File: src/verilog/core_pkg.sv
package core_pkg;

    localparam int COUNT_W = 16;

    typedef logic [COUNT_W-1:0] count_t;

    typedef logic [2:0] alu_src_t;
    localparam alu_src_t SRC_REG2   = 3'b000;
    localparam alu_src_t SRC_IMM5_S = 3'b001;
    localparam alu_src_t SRC_IMM5_Z = 3'b010;
    localparam alu_src_t SRC_IMM8_S = 3'b011;
    localparam alu_src_t SRC_IMM8_Z = 3'b100;
    localparam alu_src_t SRC_ZERO   = 3'b101;
    localparam alu_src_t SRC_DC     = 3'b110; // Don't care

    typedef logic [1:0] reg_dst_t;
    localparam reg_dst_t DST_B42  = 2'b00;
    localparam reg_dst_t DST_B75  = 2'b01;
    localparam reg_dst_t DST_B108 = 2'b10;
    localparam reg_dst_t DST_R7   = 2'b11;

    typedef logic [1:0] pc_src_t;
    localparam pc_src_t PC_SEQ = 2'b00;
    localparam pc_src_t PC_BR  = 2'b01;
    localparam pc_src_t PC_JD  = 2'b10; // pc+1 plus disp11
    localparam pc_src_t PC_JR  = 2'b11; // Rs plus disp8

    typedef enum logic [2:0] {IDLE, FETCH, EXEC, WB, HALT, FAULT} core_state_t;

endpackage

File: src/verilog/isa_pkg.sv
package isa_pkg;

    typedef logic [15:0] word_t;
    typedef logic [2:0]  reg_addr_t;
    typedef logic [4:0]  opcode_t;
    typedef logic [1:0]  func_t;

    localparam opcode_t OP_HALT  = 5'b00000;
    localparam opcode_t OP_NOP   = 5'b00001;
    localparam opcode_t OP_ADDI  = 5'b01000;
    localparam opcode_t OP_SUBI  = 5'b01001;
    localparam opcode_t OP_XORI  = 5'b01010;
    localparam opcode_t OP_ANDNI = 5'b01011;
    localparam opcode_t OP_ROLI  = 5'b10100;
    localparam opcode_t OP_SLLI  = 5'b10101;
    localparam opcode_t OP_RORI  = 5'b10110;
    localparam opcode_t OP_SRLI  = 5'b10111;
    localparam opcode_t OP_ST    = 5'b10000;
    localparam opcode_t OP_LD    = 5'b10001;
    localparam opcode_t OP_STU   = 5'b10011;
    localparam opcode_t OP_ADD   = 5'b11011; // R-format arithmetic group
    localparam opcode_t OP_SUB   = 5'b11011;
    localparam opcode_t OP_XOR   = 5'b11011;
    localparam opcode_t OP_ANDN  = 5'b11011;
    localparam opcode_t OP_ROL   = 5'b11010; // R-format shift group
    localparam opcode_t OP_SLL   = 5'b11010;
    localparam opcode_t OP_ROR   = 5'b11010;
    localparam opcode_t OP_SRL   = 5'b11010;
    localparam opcode_t OP_BEQZ  = 5'b01100;
    localparam opcode_t OP_BNEZ  = 5'b01101;
    localparam opcode_t OP_BLTZ  = 5'b01110;
    localparam opcode_t OP_BGEZ  = 5'b01111;
    localparam opcode_t OP_LBI   = 5'b11000;
    localparam opcode_t OP_SLBI  = 5'b10010;
    localparam opcode_t OP_J     = 5'b00100;
    localparam opcode_t OP_JR    = 5'b00101;
    localparam opcode_t OP_JAL   = 5'b00110;
    localparam opcode_t OP_JALR  = 5'b00111;

    localparam func_t FN_ADD  = 2'b00;
    localparam func_t FN_SUB  = 2'b01;
    localparam func_t FN_XOR  = 2'b10;
    localparam func_t FN_ANDN = 2'b11;
    localparam func_t FN_ROL  = 2'b00;
    localparam func_t FN_SLL  = 2'b01;
    localparam func_t FN_ROR  = 2'b10;
    localparam func_t FN_SRL  = 2'b11;

endpackage

File: src/verilog/instr_counter.sv
`timescale 1ns/100ps

module instr_counter import isa_pkg::*, core_pkg::*; (
    input  logic    clk,
    input  logic    rst,
    input  logic    wb_en,
    input  pc_src_t pc_src,
    input  func_t   cond,
    input  word_t   rs_val,
    input  word_t   disp8,
    input  word_t   disp11,
    output word_t   pc,
    output word_t   pc_next_seq,
    output count_t  retired
);

    logic  taken;
    word_t pc_next;

    assign pc_next_seq = pc + 16'd1;

    always_comb begin
        case (cond)
            2'b00:   taken = (rs_val == '0);    // BEQZ
            2'b01:   taken = (rs_val != '0);    // BNEZ
            2'b10:   taken = rs_val[15];        // BLTZ
            default: taken = ~rs_val[15];       // BGEZ
        endcase
    end

    always_comb begin
        case (pc_src)
            PC_BR:   pc_next = taken ? pc_next_seq + disp8 : pc_next_seq;
            PC_JD:   pc_next = pc_next_seq + disp11;
            PC_JR:   pc_next = rs_val + disp8;
            default: pc_next = pc_next_seq;
        endcase
    end

    always_ff @(posedge clk) begin
        if (rst) begin
            pc      <= '0;
            retired <= '0;
        end else if (wb_en) begin
            pc      <= pc_next;
            retired <= retired + 1'b1;
        end
    end

endmodule

File: config.mk
export PLATFORM = sky130hd
export DESIGN_NAME = instr_counter
export DESIGN_NICKNAME = d
export VERILOG_FILES = /design/src/verilog/core_pkg.sv /design/src/verilog/isa_pkg.sv /design/src/verilog/instr_counter.sv
export SDC_FILE = /design/constraint.sdc
export NUM_CORES = 1
export LEC_CHECK = 0
export CAP_MARGIN = 40
export CELL_PAD_IN_SITES_DETAIL_PLACEMENT = 1
export CELL_PAD_IN_SITES_GLOBAL_PLACEMENT = 1
export CORE_MARGIN = 2
export CORE_UTILIZATION = 52
export DETAILED_ROUTE_END_ITERATION = 10
export DONT_BUFFER_PORTS = 1
export PLACE_DENSITY = 0.9
export SYNTH_ARGS = -nofsm -noshare
export SYNTH_HDL_FRONTEND = slang
export SYNTH_SLANG_ARGS = --single-unit
File: constraint.sdc
create_clock -name clk -period 5.8 [get_ports clk]
set_input_delay 0.58 -clock clk [delete_from_list [all_inputs] [get_ports clk]]
set_output_delay 0.58 -clock clk [all_outputs]
set_load 0.02 [all_outputs]
==> results.sh, run 1 <==
export IMPL_grt_use_total_pct=31.4
export IMPL_startpoint_type="flop"
export IMPL_hpwl_um=11600
export IMPL_max_vdd_ir_drop_mv=0.0919
export IMPL_initial_utilization_pct=53.4
export IMPL_place_area_sq_um=4470
export IMPL_cp_top_family="compound AO/OA/AOI/OAI gates"
export IMPL_cts_setup_buffers=0
export IMPL_clock_sinks=32
export IMPL_drc=0
export IMPL_ctsResizeCount=0
export IMPL_diodes=0
export IMPL_ys_types=69
export IMPL_end_kind="flop"
export IMPL_dieWidth_um=95.7
export IMPL_final_util_pct=56.2
export IMPL_synth_nets=656
export IMPL_reg2regPathDepth=14
export IMPL_io_buffers=0
export IMPL_slowest_stage="xnor2_1"
export IMPL_numCtsBuffers=5
export IMPL_hold_worst_slack_ns=0.353
export IMPL_drt_wl_total_um=14600
export IMPL_die_h_um=95.7
export IMPL_timing_final_crit_share_pct=72.5
export IMPL_worstMarginPinSlew_ns=0.932
export IMPL_combPwrFrac_pct=49.0
export IMPL_crit_chain="ha_1 > nand3_1 > nor3_1 > nand2_1 > xnor2_1 > ha_1 > a21o_1 > a21oi_1 > nand2_1 > a21oi_1 > o21ai_0 > a31o_2 > mux2i_1 > a31oi_1"
export IMPL_slew_violations=0
export IMPL_sw_frac_of_total_pct=41.5
export IMPL_holdBufCountCts=0
export IMPL_skew_ns=0.0104
export IMPL_path_max_fanout=7
export IMPL_p_int_mw=0.596
export IMPL_clock_root_buffer="clkbuf_8"
export IMPL_yosysWarnings=0
export IMPL_grt_antenna_before_repair=0
export IMPL_rsz0062_at_grt="false"
export IMPL_clock_power_share_pct=23.8
export IMPL_io_pins=103
export IMPL_hold_viol_final=0
export IMPL_synth_edff_count=0
export IMPL_hold_class="in2reg"
export IMPL_vias=4398
export IMPL_cellPowerDensity_nw_per_um2=222
export IMPL_tns_ns=0
export IMPL_fp_row_count=33
export IMPL_ys_flop_type="dfxtp_1"
export IMPL_grt_max_degree=32
export IMPL_synth_seq_cells=32
export IMPL_place_inst=641
export IMPL_max_slew_margin_pct=37.4
export IMPL_clk_pin_slew_ns=0.08
export IMPL_final_cells=649
export IMPL_area_growth_pct=5.10
export IMPL_ys_async_sr_fraction_pct=0
export IMPL_slowest_delay_ns=0.70
export IMPL_drt_initial_drc_count=204
export IMPL_cts_tree="yes"
export IMPL_first_global_vias=4598
export IMPL_min_period_ns=4.21
export IMPL_fillCellCount=1010
export IMPL_clock_latency_ns=0.29
export IMPL_avgSynthCellArea_sq_um=8.02
export IMPL_arrival_ns=4.37
export IMPL_nets=654
export IMPL_status="completed"
export IMPL_syn_area_sq_um=4370
export IMPL_core_sq_um=8180
export IMPL_die_area_sq_um=9150
export IMPL_path_buf_inv=0
export IMPL_setup_viol=0
export IMPL_overflow=0
export IMPL_cp_required_ns=5.96
export IMPL_cts_htree_levels=2
export IMPL_p_leak_nw=2.02
export IMPL_crit_cells=14
export IMPL_drv_cap=0
export IMPL_pwr_share_seq_pct=27.2
export IMPL_grt_pass1_wl_um=22400
export IMPL_routed_via_density=6.78
export IMPL_path_class="reg2reg"
export IMPL_drive_gt1_share_pct=7.17
export IMPL_design_area_sq_um=4590
export IMPL_wl_per_cell_um=22.4
export IMPL_whs_path_depth=1
export IMPL_yosysSeqAreaShare_pct=14.7
export IMPL_gp_congestion=0.912
export IMPL_fmax_mhz=238
export IMPL_syn_inst=545
export IMPL_p_switching_mw=0.423
export IMPL_drt_first_pass_iters=5
export IMPL_ant_nets=0
export IMPL_clockBufferDepth=2
==> final timing paths <==
kind	start	end	slack, ns
worst max-delay path	pc[0]	pc[15]	1.59
worst min-delay path	rst	pc[3]	0.35
worst max register to register	pc[0]	pc[15]	1.59
worst min register to register	retired[11]	retired[11]	0.65
==> sequential cells by signal (all words and copies together) (netlist names) <==
name	flops
retired	16
pc	16
==> logic make-up (layout without fill, tap and decap cells) <==
family,Yosys count,count (layout),synth area share [%]
compound gates,169,169,26.1
xor+xnor,57,57,11.9
fa+ha+maj,56,56,16.6
buf+inv,26,25,2.61
flops,32,32,14.7
mux,21,21,6.64
simple gates,184,184,21.6
==> cell type report <==
type | count | area (sq um) | area share [%]
clock buffer | 7 | 96.3 | 2.10
clock inverter | 1 | 30.0 | 0.654
inverter | 13 | 48.8 | 1.06
multi-input combinational | 487 | 3610 | 78.7
sequential | 32 | 641 | 14.0
tap | 105 | 131 | 2.86
timing repair buffer | 4 | 30.0 | 0.654
==> worst register-to-register path, cell delays in order, from the launching register on <==
cell and delay [ns]:
dfxtp_1 0.57, ha_1 0.30, nand3_1 0.19, nor3_1 0.39, nand2_1 0.12, xnor2_1 0.70
ha_1 0.44, a21o_1 0.20, a21oi_1 0.19, nand2_1 0.08, a21oi_1 0.17, o21ai_0 0.15
a31o_2 0.27, mux2i_1 0.19, a31oi_1 0.11
==> synth_stat cells, types with 11 or more instances <==
library cell,n,share of area [%]
a21o_1,21,3.6
ha_1,53,15
o21ai_0,32,3.7
nor3_1,13,1.5
mux2i_1,11,2.5
xnor2_1,29,5.8
nand2_1,46,4.0
xor2_1,27,5.4
a21oi_1,40,4.6
and3_1,16,2.3
nor2_1,54,4.6
dfxtp_1,32,15
==> power groups by stage <==
| stage | logic [mW] | registers, mW | clock network, mW |
|---|---|---|---|
| 6_report | 0.499 | 0.277 | 0.243 |
| 5_1_grt | 0.543 | 0.279 | 0.253 |
| 4_1_cts | 0.491 | 0.276 | 0.244 |
| 3_5_place_dp | 0.481 | 0.281 | 0 |
| 3_3_place_gp | 0.456 | 0.279 | 0 |
| 2_1_floorplan | 0.387 | 0.273 | 0 |
==> stage by stage <==
step / total power [mW] / setup slack [ns]
after CTS: 1.01 / 1.65
after global placement: 0.735 / 1.87
after detailed placement: 0.762 / 1.66
final: 1.02 / 1.59
after global routing: 1.08 / 1.24
after floorplan: 0.660 / 2.23
==> cell usage in the layout, fill, tap and decap left out, types with 16 or more instances in the layout <==
cell      n
nor2_1   54
ha_1     53
a21oi_1  40
o21ai_0  32
and3_1   16
dfxtp_1  32
xnor2_1  29
nand2_1  46
xor2_1   27
a21o_1   21
==> metal layers <==
metal  global-route usage [%]  vias up  routed length [um]
li1                         -     2034                   -
met1                     36.2     2155                5770
met2                     56.9      168                7310
met3                     7.35       41                1120
met4                     9.52        0                 350
met5                        0        -                   0
Power figures use the tool's default switching activity.
==> run 2, diff against run 1 <==
- CORE_UTILIZATION: 52 -> 48
- PLACE_DENSITY: 0.9 -> 0.84
- clock period: 5.8 -> 4.37 ns (I/O delays scaled with it)
==> run 2 against run 1 <==
Wire length is 3.7% lower. Largest power group unchanged. Clock power is 5% higher. Via count is 2.0% lower. Critical path type unchanged. Sequential power is 29% higher. Combinational power is 35% higher.
==> results.sh, run 2 (synthesis gave the netlist of run 1 again) <==
export IMPL_status="completed"
export IMPL_tns_ns=0
export IMPL_fillCellCount=1074
export IMPL_grt_max_degree=32
export IMPL_drt_initial_drc_count=202
export IMPL_hold_viol_final=0
export IMPL_timing_final_crit_share_pct=92.4
export IMPL_routed_via_density=6.52
export IMPL_wl_per_cell_um=21.2
export IMPL_use_met1_pct=35.8
export IMPL_gp_congestion=0.900
export IMPL_setup_viol=0
export IMPL_die_h_um=99.4
export IMPL_seqCellArea_sq_um=641
export IMPL_grt_antenna_before_repair=0
export IMPL_arrival_ns=4.20
export IMPL_ant_nets=0
export IMPL_startpoint_type="flop"
export IMPL_final_common_cell="nor2_1"
export IMPL_numCtsBuffers=5
export IMPL_skew_ns=0.00864
export IMPL_io_pins=103
export IMPL_fmax_mhz=248
export IMPL_p_leak_nw=2.06
export IMPL_drive_gt1_share_pct=8.86
export IMPL_nets=664
export IMPL_drv_cap=0
export IMPL_clockBufferDepth=2
export IMPL_diodes=0
export IMPL_fp_row_count=34
export IMPL_final_cell_mix="54 x nor2_1, 53 x ha_1, 46 x nand2_1"
export IMPL_clock_root_buffer="clkbuf_8"
export IMPL_cp_required_ns=4.54
export IMPL_vias=4310
export IMPL_end_kind="flop"
export IMPL_worstMarginPinSlew_ns=0.890
export IMPL_core_sq_um=8760
export IMPL_clock_sinks=32
export IMPL_use_met3_pct=4.64
export IMPL_first_global_vias=4509
export IMPL_min_period_ns=4.04
export IMPL_cts_tree="yes"
export IMPL_grt_busiest_layer="met2"
export IMPL_clk_pin_slew_ns=0.07
export IMPL_holdBufCountCts=0
export IMPL_area_growth_pct=6.33
export IMPL_hold_class="in2reg"
export IMPL_cellPowerDensity_nw_per_um2=277
export IMPL_drt_first_pass_iters=4
export IMPL_dieWidth_um=99.4
export IMPL_path_class="reg2reg"
export IMPL_path_max_fanout=7
export IMPL_multiInputGateArea_sq_um=3620
export IMPL_cts_htree_levels=2
export IMPL_grt_use_total_pct=28.6
export IMPL_gr_usage_met2_pct=51.0
export IMPL_overflow=0
export IMPL_hpwl_um=11300
export IMPL_die_area_sq_um=9880
export IMPL_drt_wl_total_um=14000
export IMPL_initial_utilization_pct=49.9
export IMPL_drc=0
export IMPL_rsz0062_at_grt="false"
export IMPL_io_buffers=0
export IMPL_clock_latency_ns=0.29
export IMPL_slew_violations=0
export IMPL_hold_worst_slack_ns=0.207
export IMPL_reg_top3="pc (16), retired (16)"
export IMPL_grt_pass1_wl_um=22900
export IMPL_max_vdd_ir_drop_mv=0.122
export IMPL_max_slew_margin_pct=40.3
## run 2: worst paths after layout
| path | slack [ns] | to | depth (start not counted) | startpoint |
|---|---|---|---|---|
| hold reg to reg | 0.59 | retired[11] | 2 | retired[11] |
| setup / recovery | 0.33 | pc[15] | 12 | pc[2] |
| setup reg to reg | 0.33 | pc[15] | 12 | pc[2] |
| hold / removal | 0.21 | pc[9] | 1 | rst |
## run 2: repair_timing
action                     4_1_cts  5_1_grt
gates resized for setup          0        1
setup endpoints to repair        0        1
setup buffers                    0        0
## run 2: layout make-up
class	count	area share (%)
clock buffer	7	2.07
inverter	13	1.05
multi-input combinational	487	77.9
sequential	32	13.8
tap	108	2.91
timing repair buffer	14	2.26
## run 2: stage by stage
stage	setup WS, ns	power [mW]	instance area, sq um	std cells	utilization, %
after floorplan	0.801	0.876	4370	545	-
after global placement	0.646	0.998	4540	654	51.9
after detailed placement	0.363	1.02	4540	654	51.9
after CTS	0.218	1.28	4640	661	53.0
after global routing	0.103	1.37	4650	661	53.0
final	0.332	1.29	4650	661	53.0
## run 2: routing by layer
metal	up-vias	wire length [um]	share of wire, %
met5	-	0	0
met3	30	832	5.9
met1	2073	6040	43
met2	143	6830	49
met4	0	314	2.2
li1	2064	-	-
## run 2: worst max-delay path: stages (launching register included)
cell and delay [ns]:
dfxtp_1 0.58, nand3_1 0.25, nor3_2 0.35, nand2_1 0.12, xor2_1 0.30, inv_1 0.26
ha_1 0.31, or4_1 0.54, a21oi_1 0.27, o31ai_1 0.14, mux2_2 0.30, o311ai_0 0.36
a31oi_1 0.12
## run 2: report_power, final
part | internal, mW | leakage (nW) | total (mW) | switching (mW)
Clock | 0.140 | 0.0503 | 0.255 | 0.114
Combinational | 0.292 | 1.75 | 0.674 | 0.382
Sequential | 0.310 | 0.261 | 0.358 | 0.0485
Total | 0.742 | 2.06 | 1.29 | 0.545
==> run 3, diff against run 2 <==
- ABC_AREA: unset -> 1
- CORE_UTILIZATION: 48 -> 45
- CTS_BUF_LIST: unset -> sky130_fd_sc_hd__clkbuf_8
- PLACE_DENSITY: 0.84 -> 0.85
- SLEW_MARGIN: unset -> 20
==> run 3 against run 2 <==
Final cell count up 47%. Non-clock buffer count down 8. Setup slack better by 0.38 ns. Power down 7.4%. Via count up 28%. Sequential power down 4%. Critical path depth up 10. Sequential share of layout area down 0.98 points. Largest power group unchanged.
==> results.sh, run 3 <==
export IMPL_status="completed"
export IMPL_nets=944
export IMPL_io_pins=103
export IMPL_overflow=0
export IMPL_synth_compound_area_share_pct=17.0
export IMPL_synth_top_area_share_pct=20.3
export IMPL_path_class="reg2reg"
export IMPL_synthMuxAreaShare_pct=0
export IMPL_syn_inst=831
export IMPL_synth_edff_count=0
export IMPL_yosysWarnings=0
export IMPL_synth_top_family_by_area="simple AND/OR/NAND/NOR gates"
export IMPL_clk_pin_slew_ns=0.07
export IMPL_timing_final_crit_share_pct=83.6
export IMPL_fmax_mhz=274
export IMPL_gp_congestion=0.981
export IMPL_p_leak_nw=2.55
export IMPL_tns_ns=0
export IMPL_yosys_cell_count_top_type="nand2_1"
export IMPL_clock_root_buffer="clkbuf_8"
export IMPL_ctsResizeCount=0
export IMPL_drt_wl_total_um=17800
export IMPL_avgSynthCellArea_sq_um=5.67
export IMPL_clockBufferDepth=2
export IMPL_synth_seq_cells=32
export IMPL_die_h_um=106
export IMPL_arrival_ns=3.84
export IMPL_worstMarginPinSlew_ns=0.764
export IMPL_synth_nets=942
export IMPL_drc=0
export IMPL_ys_async_sr_fraction_pct=0
export IMPL_drt_initial_drc_count=279
export IMPL_final_common_cell="nand2_1"
export IMPL_skew_ns=0.00540
export IMPL_drive_gt1_share_pct=3.48
export IMPL_power_mw=1.19
export IMPL_post_synth_fa_ha_maj_area_fraction_pct=15.3
export IMPL_yosysSeqAreaShare_pct=13.6
export IMPL_synthTopCellsByArea="nand2_1 20%, ha_1 14%, dfxtp_1 14%, a21oi_1 9.7%, inv_1 8.5%"
export IMPL_synthTopCellsByCount="255 x nand2_1, 107 x inv_1, 91 x a21oi_1, 77 x nor2_1, 70 x nand3_1"
export IMPL_grt_pass1_wl_um=27600
export IMPL_syn_area_sq_um=4710
export IMPL_slew_violations=0
export IMPL_min_period_ns=3.65
export IMPL_path_max_fanout=7
export IMPL_end_kind="flop"
export IMPL_drv_cap=0
export IMPL_crit_chain="ha_1 > nand2_1 > inv_1 > nand2_1 > nor2_1 > nand2_1 > xor2_1 > inv_1 > ha_1 > nand2_1 > inv_1 > nand2_1 > nor3_1 > nand2_1 > nand2_1 > inv_1 > nand2_1 > nand3_1 > nand2_1 > nand3_1 > nand2_1 > a21oi_1"
export IMPL_worst_path_most_repeated_cell="nand2_1"
export IMPL_startpoint_type="flop"
export IMPL_first_global_vias=5678
export IMPL_ys_flop_type="dfxtp_1"
export IMPL_holdBufCountCts=0
export IMPL_synthSimpleGateAreaFrac_pct=41.1
export IMPL_grt_antenna_before_repair=0
export IMPL_cp_required_ns=4.56
export IMPL_rsz0062_at_grt="false"
export IMPL_hpwl_um=15000
export IMPL_vias=5534
export IMPL_slowest_stage="dfxtp_1"
export IMPL_setup_viol=0
export IMPL_clock_sinks=32
export IMPL_clock_latency_ns=0.29
export IMPL_cts_tree="yes"
export IMPL_fp_row_count=37
export IMPL_synth_top_area_cell="nand2_1"
export IMPL_drt_first_pass_iters=6
export IMPL_max_vdd_ir_drop_mv=0.184
export IMPL_max_slew_margin_pct=48.9
export IMPL_die_area_sq_um=11300
export IMPL_reg_top3="pc (16), retired (16)"
export IMPL_dieWidth_um=106
export IMPL_hold_viol_final=0
export IMPL_area_growth_pct=6.05
export IMPL_ant_nets=0
export IMPL_diodes=0
export IMPL_io_buffers=0
export IMPL_hold_class="in2reg"
export IMPL_final_cell_mix="255 x nand2_1, 107 x inv_1, 91 x a21oi_1"
export IMPL_ys_types=33
export IMPL_initial_utilization_pct=46.1
export IMPL_core_sq_um=10200
export IMPL_routed_via_density=5.71
export IMPL_wl_per_cell_um=18.3
export IMPL_numCtsBuffers=5
export IMPL_cellPowerDensity_nw_per_um2=238
export IMPL_slowest_delay_ns=0.55
export IMPL_grt_max_degree=26
export IMPL_grt_use_total_pct=30.8
export IMPL_cts_htree_levels=2
export IMPL_synth_xor_xnor_area_share_pct=3.34
export IMPL_cts_setup_buffers=0
run 3: final cells by class:
cell class | instances | area, sq um
multi-input combinational | 678 | 3620
inverter | 110 | 413
sequential | 32 | 641
clock inverter | 3 | 42.5
tap | 136 | 170
clock buffer | 5 | 68.8
timing repair buffer | 6 | 45.0
fill | 1502 | 5230
run 3: worst max-delay path, delay by kind of cell (launching register included):
kind / cells / cell delay [ns]
and+or+nand+nor: 14 / 1.36
adders and majority gates: 2 / 0.70
buffers and inverters: 4 / 0.59
DFF: 1 / 0.55
xor gates and xnor gates: 1 / 0.28
AOI/OAI and AO/OA: 1 / 0.06
run 3: through the flow:
stage               instances  hold slack [ns]  instance area, sq um  worst slack, ns  util (%)
global route              970            0.192                  5000            0.466      48.9
global placement          961            0.510                  4880            0.876      47.7
floorplan                 831            0.507                  4710             1.41         -
CTS                       970            0.198                  5000            0.774      48.9
detailed placement        962            0.512                  4890            0.803      47.8
finish                    970            0.204                  5000            0.717      48.9
run 3: kinds of logic after synthesis:
kind of cell / Yosys count
AO/OA/AOI/OAI: 152
adder cells (fa/ha/maj): 56
XOR/XNOR: 18
flip-flops: 32
AND/OR/NAND/NOR: 452
buffers and inverters: 121
run 3: power breakdown:
group | internal, mW | switching (mW)
Sequential | 0.305 | 0.0387
Combinational | 0.183 | 0.374
Clock | 0.169 | 0.121
run 3: final timing paths:
| check | startpoint | to | slack, ns | depth (start not counted) |
|---|---|---|---|---|
| setup / recovery | pc[0] | pc[15] | 0.72 | 22 |
| hold / removal | rst | retired[15] | 0.20 | 1 |
| setup reg to reg | pc[0] | pc[15] | 0.72 | 22 |
| hold reg to reg | retired[5] | retired[5] | 0.60 | 2 |
run 3: per-layer routing:
layer  part of all wire [%]  vias up  routed length, um  global-route usage, %
met4                    2.8        0                493                   7.99
met5                      0        -                  0                      0
met2                     50      156               8820                   57.4
met3                    6.4       39               1150                   7.79
met1                     41     2624               7330                   34.7
li1                       -     2715                  -                      -
