### src/verilog/isa_pkg.sv
package isa_pkg;

    typedef logic [15:0] word_t;
    typedef logic [2:0]  reg_addr_t;
    typedef logic [4:0]  opcode_t;
    typedef logic [1:0]  func_t;

    localparam opcode_t OP_HALT  = 5'b00000;
    localparam opcode_t OP_NOP   = 5'b00001;
    localparam opcode_t OP_ADDI  = 5'b01000;
    localparam opcode_t OP_SUBI  = 5'b01001;
    localparam opcode_t OP_XORI  = 5'b01010;
    localparam opcode_t OP_ANDNI = 5'b01011;
    localparam opcode_t OP_ROLI  = 5'b10100;
    localparam opcode_t OP_SLLI  = 5'b10101;
    localparam opcode_t OP_RORI  = 5'b10110;
    localparam opcode_t OP_SRLI  = 5'b10111;
    localparam opcode_t OP_ST    = 5'b10000;
    localparam opcode_t OP_LD    = 5'b10001;
    localparam opcode_t OP_STU   = 5'b10011;
    localparam opcode_t OP_ADD   = 5'b11011; // R-format arithmetic group
    localparam opcode_t OP_SUB   = 5'b11011;
    localparam opcode_t OP_XOR   = 5'b11011;
    localparam opcode_t OP_ANDN  = 5'b11011;
    localparam opcode_t OP_ROL   = 5'b11010; // R-format shift group
    localparam opcode_t OP_SLL   = 5'b11010;
    localparam opcode_t OP_ROR   = 5'b11010;
    localparam opcode_t OP_SRL   = 5'b11010;
    localparam opcode_t OP_BEQZ  = 5'b01100;
    localparam opcode_t OP_BNEZ  = 5'b01101;
    localparam opcode_t OP_BLTZ  = 5'b01110;
    localparam opcode_t OP_BGEZ  = 5'b01111;
    localparam opcode_t OP_LBI   = 5'b11000;
    localparam opcode_t OP_SLBI  = 5'b10010;
    localparam opcode_t OP_J     = 5'b00100;
    localparam opcode_t OP_JR    = 5'b00101;
    localparam opcode_t OP_JAL   = 5'b00110;
    localparam opcode_t OP_JALR  = 5'b00111;

    localparam func_t FN_ADD  = 2'b00;
    localparam func_t FN_SUB  = 2'b01;
    localparam func_t FN_XOR  = 2'b10;
    localparam func_t FN_ANDN = 2'b11;
    localparam func_t FN_ROL  = 2'b00;
    localparam func_t FN_SLL  = 2'b01;
    localparam func_t FN_ROR  = 2'b10;
    localparam func_t FN_SRL  = 2'b11;

endpackage

### src/verilog/reg_file.sv
`timescale 1ns/100ps

module reg_file import isa_pkg::*; (
    input  logic      clk,
    input  logic      rst,
    input  logic      we,
    input  reg_addr_t waddr,
    input  word_t     wdata,
    input  reg_addr_t raddr1,
    input  reg_addr_t raddr2,
    output word_t     rdata1,
    output word_t     rdata2
);

    word_t regs [8];

    always_ff @(posedge clk) begin
        if (rst) begin
            for (int i = 0; i < 8; i++) begin
                regs[i] <= '0;
            end
        end else if (we) begin
            regs[waddr] <= wdata;
        end
    end

    assign rdata1 = regs[raddr1];
    assign rdata2 = regs[raddr2];

endmodule

### config.mk
export PLATFORM = sky130hd
export DESIGN_NAME = reg_file
export DESIGN_NICKNAME = d
export VERILOG_FILES = /design/src/verilog/isa_pkg.sv /design/src/verilog/reg_file.sv
export SDC_FILE = /design/constraint.sdc
export NUM_CORES = 1
export LEC_CHECK = 0
export ABC_AREA = 0
export BUFFER_PORTS_ARGS = -buffer_cell sky130_fd_sc_hd__buf_2
export CORE_MARGIN = 10
export CORE_UTILIZATION = 65
export CTS_BUF_LIST = sky130_fd_sc_hd__clkbuf_4
export DETAILED_ROUTE_END_ITERATION = 7
export GPL_TIMING_DRIVEN = 0
export PLACE_DENSITY_LB_ADDON = 0.15
export SYNTH_ARGS = -nofsm -noshare
export SYNTH_HDL_FRONTEND = slang
export SYNTH_SLANG_ARGS = --single-unit
### constraint.sdc
create_clock -name clk -period 5.55 [get_ports clk]
set_input_delay 1.11 -clock clk [delete_from_list [all_inputs] [get_ports clk]]
set_output_delay 1.11 -clock clk [all_outputs]
set_load 0.02 [all_outputs]
==> results.txt, run 1 <==
Cells with a size suffix above 1 make up 31.4% of the layout. The total number of nets in the final design is 540. The area growth from synthesis to final layout is 13.4%.

Timing would allow up to 260 MHz. The total wire length came out at 19,200 microns. The clock passes through at most 2 buffers. The final setup TNS came out at 0 ns. The remaining global-route overflow came out at 0.

The count of standard-cell rows is 37. The port buffer count is 55. The ratio of routed vias to standard cells is 7.25. The synthesized netlist contains 21 unique library cells. The number of vias after detailed routing is 4,793. The number of buffers added for setup after CTS is 0.

Buffers inserted to repair hold after CTS numbered 0. Clock tree synthesis selected as its root buffer the cell sky130_fd_sc_hd__clkbuf_4. The remaining antenna violation count came out at 0. The floorplan die width came out at 124 microns.

After detailed routing, the number of remaining DRC violations is 0. The number of clock buffers inserted by TritonCTS came out at 17. 60 I/O pins were placed. Across the VDD grid, the largest voltage drop is 0.176 mV. The number of global-route vias before repair came out at 4,913. The final number of hold-violating endpoints came to 0. Data arrives at the worst endpoint at 2.74 ns. The maximum level of the CTS H-tree came out at 4.

The clock transition at the registers of the reported paths is 0.12 ns. On the final layout, the worst hold slack is 1.03 ns. TritonCTS built the clock tree. For this configuration, the core starts out at a cell density of 67.2%. When the netlist entered floorplanning its net count stood at 458.

Net switching is 26.1% of the power. The register with the most flip-flops in the layout has 128 of them. The total die area came out at 15,300 sq um.

The clock network accounts for 33.0% of the total power. The synthesized design contains 128 register bits. The max-slew violation total from the final report came out at 0.

The power consumption is 2.28 mW. The total leakage power is 2.73 nW. Setup violations remaining at the end of the flow were counted as 0. The startpoint identified for the worst hold timing path is wdata[15].

Once placement completed, the tool counted placed cells totaling 629. The run finished with clean final reports. The multi-input combinational cells in the finished layout cover a total of 2810 sq um. Summed over all nets, the half-perimeter wirelength after detailed placement is 13,100 microns. The path with the worst hold slack has its endpoint at regs[7][15]. The initial detailed-routing violation count is 558. The number of antenna repair diodes came out at 0. The number of standard cells after synthesis is 430. The core outline area is 10,400 sq um. The design internal power came out at 1.69 mW. The combinational cell fraction of total power came out at 16.4%. The largest register by flop count is regs. The storage element area came out at 3840 sq um. The ratio of total power to cell area came out at 288 nW/um^2. The switching power of the nets came out at 596 uW.

STA classifies the critical path endpoint as an output pin. The type of the worst min-delay path is in -> reg. The critical path is of the in -> out type. The total number of clock tree sinks came out at 128. The initial antenna violation count is 0. The transition time at the pin with the least slew margin is 0.844 ns. The number of gates resized after cts came out at 0. The required time reported for the critical path endpoint is 4.44 ns. The routed wirelength normalized by instance count came out at 29.1 microns.

The sequential fraction of design power came out at 50.5%. Headroom to the max-slew limit came out at 43.7%. The final non-filler cell total came out at 661.

The worst setup path is launched from a primary input. The total routing resource utilization after global routing came out at 26.0%. The final critical path time including I/O delays and setup came out at 3.85 ns. The first-pass iteration count of the detailed router came out at 5. The number of warnings printed during yosys synthesis came out at 0. The biggest fanout along the worst timing path is 10. The largest net degree at the start of global routing came out at 17. The number of filler instances in the final layout is 651. Summing every instance area after synthesis gives 7000 sq um. The first global-routing pass estimated 28,800 microns of wire.

The max-capacitance violation count is 0. The number of instances on the worst hold path is 3. The average cell area after synthesis came out at 16.3 sq um.

The proportion of synthesized chip area in sequential cells is 54.9%. In the final layout, the registers with the most flip-flops are regs (128). In this run the vertical extent of the chip is 124 microns.

The final clock period utilization by the worst path came out at 69.4%. Setup repair after global routing left no endpoint under its margin. The placer congestion estimate came out at 0.859.
[final cells by class]
cell class | instances | area share (%)
buffer | 48 | 3.92
clock buffer | 17 | 1.61
clock inverter | 15 | 2.73
inverter | 16 | 0.757
multi-input combinational | 238 | 35.4
sequential | 128 | 48.4
tap | 136 | 2.14
timing repair buffer | 63 | 4.98
[worst max-delay path by stage]
stage / from / end / cells after the start
final: raddr2[2] / rdata2[9] / 5
after global routing: raddr2[2] / rdata2[4] / 5
after CTS: raddr2[2] / rdata2[9] / 5
after detailed placement: raddr2[2] / rdata2[13] / 5
after global placement: rst / regs[0][5] / 6
after floorplan: raddr1[0] / rdata1[0] / 4
[cell usage after synthesis]
cell type	number	share of area [%]
sky130_fd_sc_hd__nand2b_1	2	0.18
sky130_fd_sc_hd__clkinv_1	16	0.86
sky130_fd_sc_hd__mux4_2	7	2.3
sky130_fd_sc_hd__buf_1	6	0.32
sky130_fd_sc_hd__nor3_1	122	8.7
sky130_fd_sc_hd__mux4_1	56	21
sky130_fd_sc_hd__clkbuf_8	5	0.98
sky130_fd_sc_hd__clkbuf_2	1	0.071
sky130_fd_sc_hd__mux2_2	32	5.1
sky130_fd_sc_hd__nand2_1	1	0.054
sky130_fd_sc_hd__o21bai_1	8	0.86
sky130_fd_sc_hd__clkbuf_1	24	1.3
sky130_fd_sc_hd__nand3b_1	1	0.11
sky130_fd_sc_hd__buf_6	10	1.6
sky130_fd_sc_hd__or2_2	1	0.089
sky130_fd_sc_hd__buf_2	1	0.071
sky130_fd_sc_hd__edfxtp_1	128	55
sky130_fd_sc_hd__buf_4	1	0.11
sky130_fd_sc_hd__mux4_4	1	0.36
sky130_fd_sc_hd__or3b_1	1	0.13
sky130_fd_sc_hd__nor3_2	6	0.86
[stage by stage]
stage | utilization [%] | worst slack, ns | cell area (sq um)
3_3_place_gp | 71.5 | 1.54 | 7440
2_1_floorplan | - | 2.23 | 7000
5_1_grt | 76.2 | 1.69 | 7940
3_5_place_dp | 72.9 | 1.74 | 7590
4_1_cts | 76.2 | 1.72 | 7940
6_report | 76.2 | 1.70 | 7940
[cell families (layout without fill, tap and decap cells)]
group / count (synthesis) / count (layout) / share of synthesized area (%)
muxes: 96 / 96 / 28.8
AOI/OAI and AO/OA: 8 / 8 / 0.858
and+or+nand+nor: 134 / 134 / 10.1
DFF: 128 / 128 / 54.9
buffers and inverters: 64 / 159 / 5.31
[metal layers]
layer	share of wire [%]	track usage, %	up-vias
met5	0	0	-
met4	2.3	9.10	0
met3	12	6.61	43
met2	49	42.3	380
met1	36	33.4	2400
li1	-	-	1970
[power by group through the flow]
| stage | sequential (mW) | combinational, mW | clock [mW] |
|---|---|---|---|
| after global routing | 1.16 | 0.393 | 0.789 |
| final | 1.15 | 0.375 | 0.755 |
| after detailed placement | 1.17 | 0.372 | 0 |
| after CTS | 1.15 | 0.373 | 0.751 |
| after global placement | 1.17 | 0.350 | 0 |
| after floorplan | 1.16 | 0.248 | 0 |
[critical path: stages]
cell and delay (ns):
sky130_fd_sc_hd__buf_2 0.15, sky130_fd_sc_hd__buf_1 0.63, sky130_fd_sc_hd__mux4_1 0.42, sky130_fd_sc_hd__mux2_2 0.28, sky130_fd_sc_hd__buf_2 0.16
[cells in the final DEF (no fill, tap or decap)]
master	netlist	layout
sky130_fd_sc_hd__edfxtp_1	128	128
sky130_fd_sc_hd__nor3_1	122	122
sky130_fd_sc_hd__mux4_1	56	56
sky130_fd_sc_hd__buf_2	1	56
sky130_fd_sc_hd__mux2_2	32	32
sky130_fd_sc_hd__clkbuf_1	24	24
sky130_fd_sc_hd__clkinv_1	16	19
sky130_fd_sc_hd__clkbuf_4	0	17
sky130_fd_sc_hd__buf_6	10	10
sky130_fd_sc_hd__o21bai_2	0	8
sky130_fd_sc_hd__buf_8	0	8
sky130_fd_sc_hd__mux4_2	7	7
sky130_fd_sc_hd__buf_1	6	6
sky130_fd_sc_hd__nor3_2	6	6
sky130_fd_sc_hd__clkbuf_8	5	5
sky130_fd_sc_hd__bufinv_16	0	5
sky130_fd_sc_hd__clkinv_4	0	3
sky130_fd_sc_hd__nand2b_1	2	2
sky130_fd_sc_hd__clkinvlp_4	0	2
sky130_fd_sc_hd__clkbuf_2	1	1
sky130_fd_sc_hd__or3b_1	1	1
sky130_fd_sc_hd__buf_4	1	1
sky130_fd_sc_hd__nand2_1	1	1
sky130_fd_sc_hd__or2_2	1	1
sky130_fd_sc_hd__nand3b_1	1	1
sky130_fd_sc_hd__mux4_4	1	1
sky130_fd_sc_hd__inv_6	0	1
sky130_fd_sc_hd__clkinv_2	0	1
Power figures use the tool's default switching activity.
==> inputs of run 2 (changes only) <==
- CORE_UTILIZATION: 65 -> 56
- clock period: 5.55 -> 3.09 ns (I/O delays scaled with it)
==> run 2 against run 1 <==
Net effect: final area increased by 0.27%; cell count grew 4.8%; wire length increased by 4.6%; total power up 78%; core utilization down 10 points; critical endpoint is now rdata2[8]; highest routed layer unchanged.
==> results.txt, run 2 (same netlist as run 1, synthesis figures left out) <==
The total routing resource utilization after global routing came to 23.2% (-2.8 points). The total number of clock tree sinks was 128 (unchanged). The ratio of routed vias to standard cells came out at 6.85 (-5.5%). The maximum level of the CTS H-tree is 4 (unchanged).

The worst IR drop on VDD is 0.253 mV (+44%). The wire length on met3 is 2050 microns (-13%). The number of clock buffers inserted by TritonCTS came out at 17 (unchanged).

The max-capacitance violation count is 0 (unchanged). The gate family responsible for the most delay along the worst path is buffers and inverters. The global-route wire length before repair is 30,000 microns (+4.1%). The final critical path time including I/O delays and setup came out at 2.89 ns. The count of standard-cell rows came to 40 (+8.1%). The final clock period utilization by the worst path came out at 93.7%.

The count of endpoints failing setup in the final report is 0 (unchanged). The initial detailed-routing violation count is 547 (-2.0%). The critical path's largest stage delay is 0.65 ns (+0.02 ns). The port buffer count is 55 (unchanged). The total leakage power was 2.73 nW (+0.18%). Leaving out fill and tap cells, the most frequent cells in the layout are sky130_fd_sc_hd__edfxtp_1, sky130_fd_sc_hd__nor3_1, sky130_fd_sc_hd__mux4_1, sky130_fd_sc_hd__buf_2, sky130_fd_sc_hd__mux2_2.

The number of filler instances in the final layout came out at 922 (+42%). The number of buffers and inverters on the critical path came to 3 (unchanged). On the critical path, the stage with the largest delay is an instance of sky130_fd_sc_hd__buf_1. The total die area came out at 17,400 sq um (+13%). The critical path is of the in -> out type. The largest net degree at the start of global routing was 17 (unchanged). The normalized max-slew margin was 41.2% (-2.5 points).

The type of the worst min-delay path is in -> reg. The initial antenna violation count came to 0 (unchanged). Setup repair after global routing left no endpoint under its margin. The worst hold path begins at wdata[15]. The final number of hold-violating endpoints is 0 (unchanged). The count of boundary I/O pins came out at 60 (unchanged).

The area growth from synthesis to final layout came out at 13.7%. The routed wire length on met2 came to 9910 microns (+4.6%). regs holds more flip-flops than any other register.

The number of hold-repair buffers added at the cts stage is 0 (unchanged). STA classifies the critical path startpoint as a primary input. The first-pass iteration count of the detailed router came out at 5 (unchanged). The routed wirelength normalized by instance count came out at 29.0 microns (-0.21%). The clock transition at the registers of the reported paths was 0.10 ns (-0.02 ns). The flow ran to the end, and the final reports show no timing, DRC or antenna violations.

The remaining global-route overflow is 0 (unchanged). The die height is 132 microns (+6.5%). The end point of the worst hold path is regs[5][15]. The number of buffers added for setup after CTS is 0 (unchanged).

STA classifies the critical path endpoint as an output pin. The biggest fanout along the worst timing path is 10 (unchanged). The maximum buffer depth of the clock tree came to 2 (unchanged). Leaving out fill and tap cells, the most frequent cell in the layout is sky130_fd_sc_hd__edfxtp_1. The number of vias after detailed routing is 4,748 (-0.94%). The area of the multi-input gates is 2810 sq um (unchanged). Walking the worst path, the cells encountered are buf_2, buf_1, mux4_1, mux2_2, buf_2. The number of flip-flops under the largest register name is 128 (unchanged).

The max-slew violation total from the final report is 0 (unchanged). The number of gates resized after cts is 0 (unchanged). The total wire length came to 20,100 microns (+4.6%). In the final layout, the registers with the most flip-flops are regs (128).

The required time reported for the critical path endpoint was 2.47 ns (-1.97 ns). The core outline area is 12,100 sq um (+16%). The length of routed wiring on met1 is 7610 microns (+9.2%). The most common cell type on the critical path is sky130_fd_sc_hd__buf_2. The hold slack came to 0.526 ns (-0.507 ns). The maximum operating frequency is 346 MHz. The data arrival time of the critical path came out at 2.28 ns (-0.46 ns).

The half-perimeter wire length of the detailed placement result came out at 13,300 microns (+1.5%). The share of the core filled with cells is 65.7% (-10 points). The DRC violation count after routing is 0 (unchanged). The cell sitting at the root of the clock tree is a sky130_fd_sc_hd__clkbuf_4.

The share of post-route cells with drive strength above 1 is 31.4% (unchanged). The floorplan die width is 132 microns (+6.5%). The effective utilization at floorplan came out at 57.8% (-9.4 points). The storage element area came to 3840 sq um (unchanged). The number of instances on the worst hold path is 3 (unchanged). The ratio of total power to cell area is 510 nW/um^2 (+77%). TritonCTS built the clock tree.

The number of global-route vias before repair was 4,921 (+0.16%). The transition time at the pin with the least slew margin came to 0.883 ns (+0.0381 ns). The placer congestion estimate is 0.834 (-2.9%). The remaining antenna violation count came out at 0 (unchanged). Signal routing reaches up to met4. The total number of nets in the final design came out at 540 (unchanged).

The number of antenna repair diodes came out at 0 (unchanged).
[run 2: cell types whose count changed in the layout (fill, tap and decap cells not counted), sizes merged]
cell	delta
clkbuf	+7
clkinv	-3
clkinvlp	-2
bufinv	-1
inv	-1
[run 2: cell type report]
cell class,instances,area share [%]
Inverter,16,0.754
Multi-Input combinational cell,238,35.4
Tap cell,168,2.64
Timing Repair Buffer,63,5.08
Clock buffer,24,2.26
Clock inverter,8,1.71
Buffer,48,3.91
Sequential cell,128,48.3
[run 2: layer usage]
metal	vias up	global-route usage (%)
li1	1971	-
met1	2392	29.5
met2	332	37.4
met3	53	6.67
met4	0	7.42
met5	-	0.583
[run 2: worst max-delay path by stage]
stage,startpoint,endpoint,depth (start not counted)
after floorplan,waddr[1],regs[4][0],5
after global placement,rst,regs[5][4],6
after detailed placement,raddr2[2],rdata2[9],5
after CTS,raddr2[2],rdata2[9],5
after global routing,raddr2[2],rdata2[9],5
final,raddr2[2],rdata2[8],5
[run 2: metrics by stage]
stage / instances / TNS [ns] / setup WS, ns / total power, mW / instance area, sq um
after CTS: 693 / 0 / 0.178 / 4.05 / 7960
after detailed placement: 661 / 0 / 0.180 / 2.78 / 7640
final: 693 / 0 / 0.196 / 4.06 / 7960
after floorplan: 430 / 0 / 0.454 / 2.53 / 7000
after global placement: 653 / -56.98 / -0.589 / 2.74 / 7480
after global routing: 693 / 0 / 0.149 / 4.17 / 7960
[run 2: power by group]
part           internal (mW)  switching, mW
sequential              2.02         0.0501
combinational          0.294          0.390
clock                  0.698          0.610
==> inputs of run 3 (changes only) <==
- CELL_PAD_IN_SITES_DETAIL_PLACEMENT: unset -> 1
- CELL_PAD_IN_SITES_GLOBAL_PLACEMENT: unset -> 2
- CORE_UTILIZATION: 56 -> 41
==> run 3 against run 2 <==
Net effect: wire length grew 11%; sequential share of layout area up 0.053 points; non-clock buffer count is the same; core utilization shrank 18 points; critical path depth unchanged; critical path type unchanged; critical endpoint is now rdata2[7]; highest routed layer unchanged.
==> results.txt, run 3 (same netlist as run 1, synthesis figures left out) <==
The flow ran to the end, and the final reports show no timing, DRC or antenna violations. The storage element area is 3840 sq um (unchanged). The port buffer count is 55 (unchanged). The initial detailed-routing violation count is 417 (-24%).

The maximum level of the CTS H-tree came out at 4 (unchanged). The maximum operating frequency came out at 334 MHz (-3.3%). The transition time at the pin with the least slew margin is 0.946 ns (+0.0632 ns). The DRC violation count after routing came out at 0 (unchanged). In the final layout, the registers with the most flip-flops are regs (128). The remaining global-route overflow came out at 0 (unchanged). The final number of hold-violating endpoints came to 0 (unchanged).

The power consumption came out at 3.79 mW (-6.6%). The total routing resource utilization after global routing is 20.0% (-3.1 points). The share of post-route cells with drive strength above 1 is 30.9% (-0.51 points). The final clock period utilization by the worst path is 96.9% (+3.2 points).

The setup slack of the critical path after layout is 0.0966 ns (-0.0995 ns). The number of clock buffers inserted by TritonCTS is 17 (unchanged). The number of filler instances in the final layout came out at 1,661 (+80%). The normalized max-slew margin came out at 37.0% (-4.2 points). The maximum buffer depth of the clock tree came out at 2 (unchanged). The clock transition at the registers of the reported paths came to 0.10 ns (about the same). The ratio of routed vias to standard cells came out at 6.20 (-9.4%). The number of hold-repair buffers added at the cts stage is 0 (unchanged).

The pre-CTS setup slack is 0.141 ns (-0.0386 ns). The worst IR drop on VDD is 0.213 mV (-16%). The biggest fanout along the worst timing path came out at 10 (unchanged). The ratio of total power to cell area came out at 477 nW/um^2 (-6.5%). The count of endpoints failing setup in the final report came to 0 (unchanged). Leaving out fill and tap cells, the most frequent cell in the layout is sky130_fd_sc_hd__edfxtp_1. The die height is 151 microns (+14%). The initial antenna violation count is 1 (+1).

The buffer type at the clock tree root is sky130_fd_sc_hd__clkbuf_4. The half-perimeter wire length of the detailed placement result came to 15,300 microns (+15%). The largest net degree at the start of global routing came out at 17 (unchanged). The number of global-route vias before repair came out at 5,044 (+2.5%). The total die area came out at 22,700 sq um (+31%).

The post-place instance area came out at 7720 sq um (+1.1%). The core outline area came out at 16,600 sq um (+37%). The hold slack is 0.521 ns (-0.00544 ns). The global-route wire length before repair came out at 32,500 microns (+8.5%).

The total leakage power came out at 2.70 nW (-1.3%). The remaining antenna violation count is 0 (unchanged). The setup path with the least slack is of type in -> out. The count of boundary I/O pins came to 60 (unchanged).

The final critical path time including I/O delays and setup came out at 2.99 ns (+0.0995 ns). STA classifies the critical path startpoint as a primary input. TritonCTS built the clock tree. The total number of clock tree sinks was 128 (unchanged). Relative to the synthesized area, the layout overhead comes to 13.6%. The total number of nets in the final design came out at 540 (unchanged). The total wire length is 22,400 microns (+11%). The placer congestion estimate is 0.787 (-5.7%). More flip-flops sit in one register than any other, and that register is regs.

The data arrival time of the critical path came to 2.38 ns (+0.10 ns). The type of the worst min-delay path is in -> reg. The number of gates resized after cts was 0 (unchanged). The final non-filler cell area is 7950 sq um (-0.11%). The final setup TNS came out at 0 ns (unchanged). The area of the multi-input gates came out at 2810 sq um (unchanged). The sort of element at the end of the critical path is an output pin. The max-slew violation total from the final report came out at 0 (unchanged).

The effective utilization at floorplan is 42.1% (-16 points). The max-capacitance violation count came out at 0 (unchanged). The first-pass iteration count of the detailed router was 5 (unchanged). The number of flip-flops under the largest register name was 128 (unchanged). The number of buffers added for setup after CTS came to 0 (unchanged). The count of standard-cell rows is 47 (+18%). The routed wirelength normalized by instance count is 30.1 microns (+3.6%). The number of vias after detailed routing is 4,622 (-2.7%). Setup repair after global routing left no endpoint under its margin. The floorplan die width was 151 microns (+14%). The required time reported for the critical path endpoint came to 2.47 ns (about the same). Leaving out fill and tap cells, the most frequent cells in the layout are sky130_fd_sc_hd__edfxtp_1, sky130_fd_sc_hd__nor3_1, sky130_fd_sc_hd__mux4_1, sky130_fd_sc_hd__buf_2, sky130_fd_sc_hd__mux2_2.
## run 3: cell types whose count changed in the layout (fill, tap and decap cells not counted), sizes merged
| cell | change |
|---|---|
| diode | +1 |
| clkinv | +6 |
| bufinv | -3 |
| clkbuf | -4 |
## run 3: worst paths after layout
check | startpoint | slack (ns) | depth (start not counted) | endpoint
setup / recovery | raddr2[2] | 0.1 | 5 | rdata2[7]
hold / removal | wdata[15] | 0.52 | 3 | regs[1][15]
## run 3: routing by layer
| layer | wire (microns) | vias up | GRT usage, % |
|---|---|---|---|
| met5 | 0 | - | 0 |
| met4 | 444 | 0 | 6.83 |
| met3 | 1470 | 34 | 3.45 |
| met2 | 11000 | 189 | 33.2 |
| met1 | 9500 | 2431 | 26.1 |
| li1 | - | 1968 | - |
## run 3: per-stage QoR
| step | std cells | utilization, % |
|---|---|---|
| floorplan | 430 | - |
| global placement | 705 | 45.4 |
| detailed placement | 713 | 46.4 |
| CTS | 744 | 47.8 |
| global route | 745 | 47.8 |
| finish | 745 | 47.8 |
## run 3: final cells by class
type                       count  share of cell area [%]
antenna                        1                  0.0315
buffer                        48                    3.92
clock buffer                  20                    1.89
clock inverter                11                   0.928
inverter                      16                   0.755
multi-input combinational    238                    35.4
sequential                   128                    48.3
tap                          220                    3.46
timing repair buffer          63                    5.29
## run 3: worst max-delay path, cell delays in order
cell and delay [ns]:
sky130_fd_sc_hd__buf_2 0.14, sky130_fd_sc_hd__buf_1 0.73, sky130_fd_sc_hd__mux4_1 0.44, sky130_fd_sc_hd__mux2_2 0.28, sky130_fd_sc_hd__buf_2 0.16
## run 3: report_power, final
part	leakage, nW	internal [mW]	switching [mW]
combinational	1.34	0.297	0.406
sequential	1.23	2.02	0.0485
clock	0.134	0.400	0.620
total	2.70	2.71	1.07
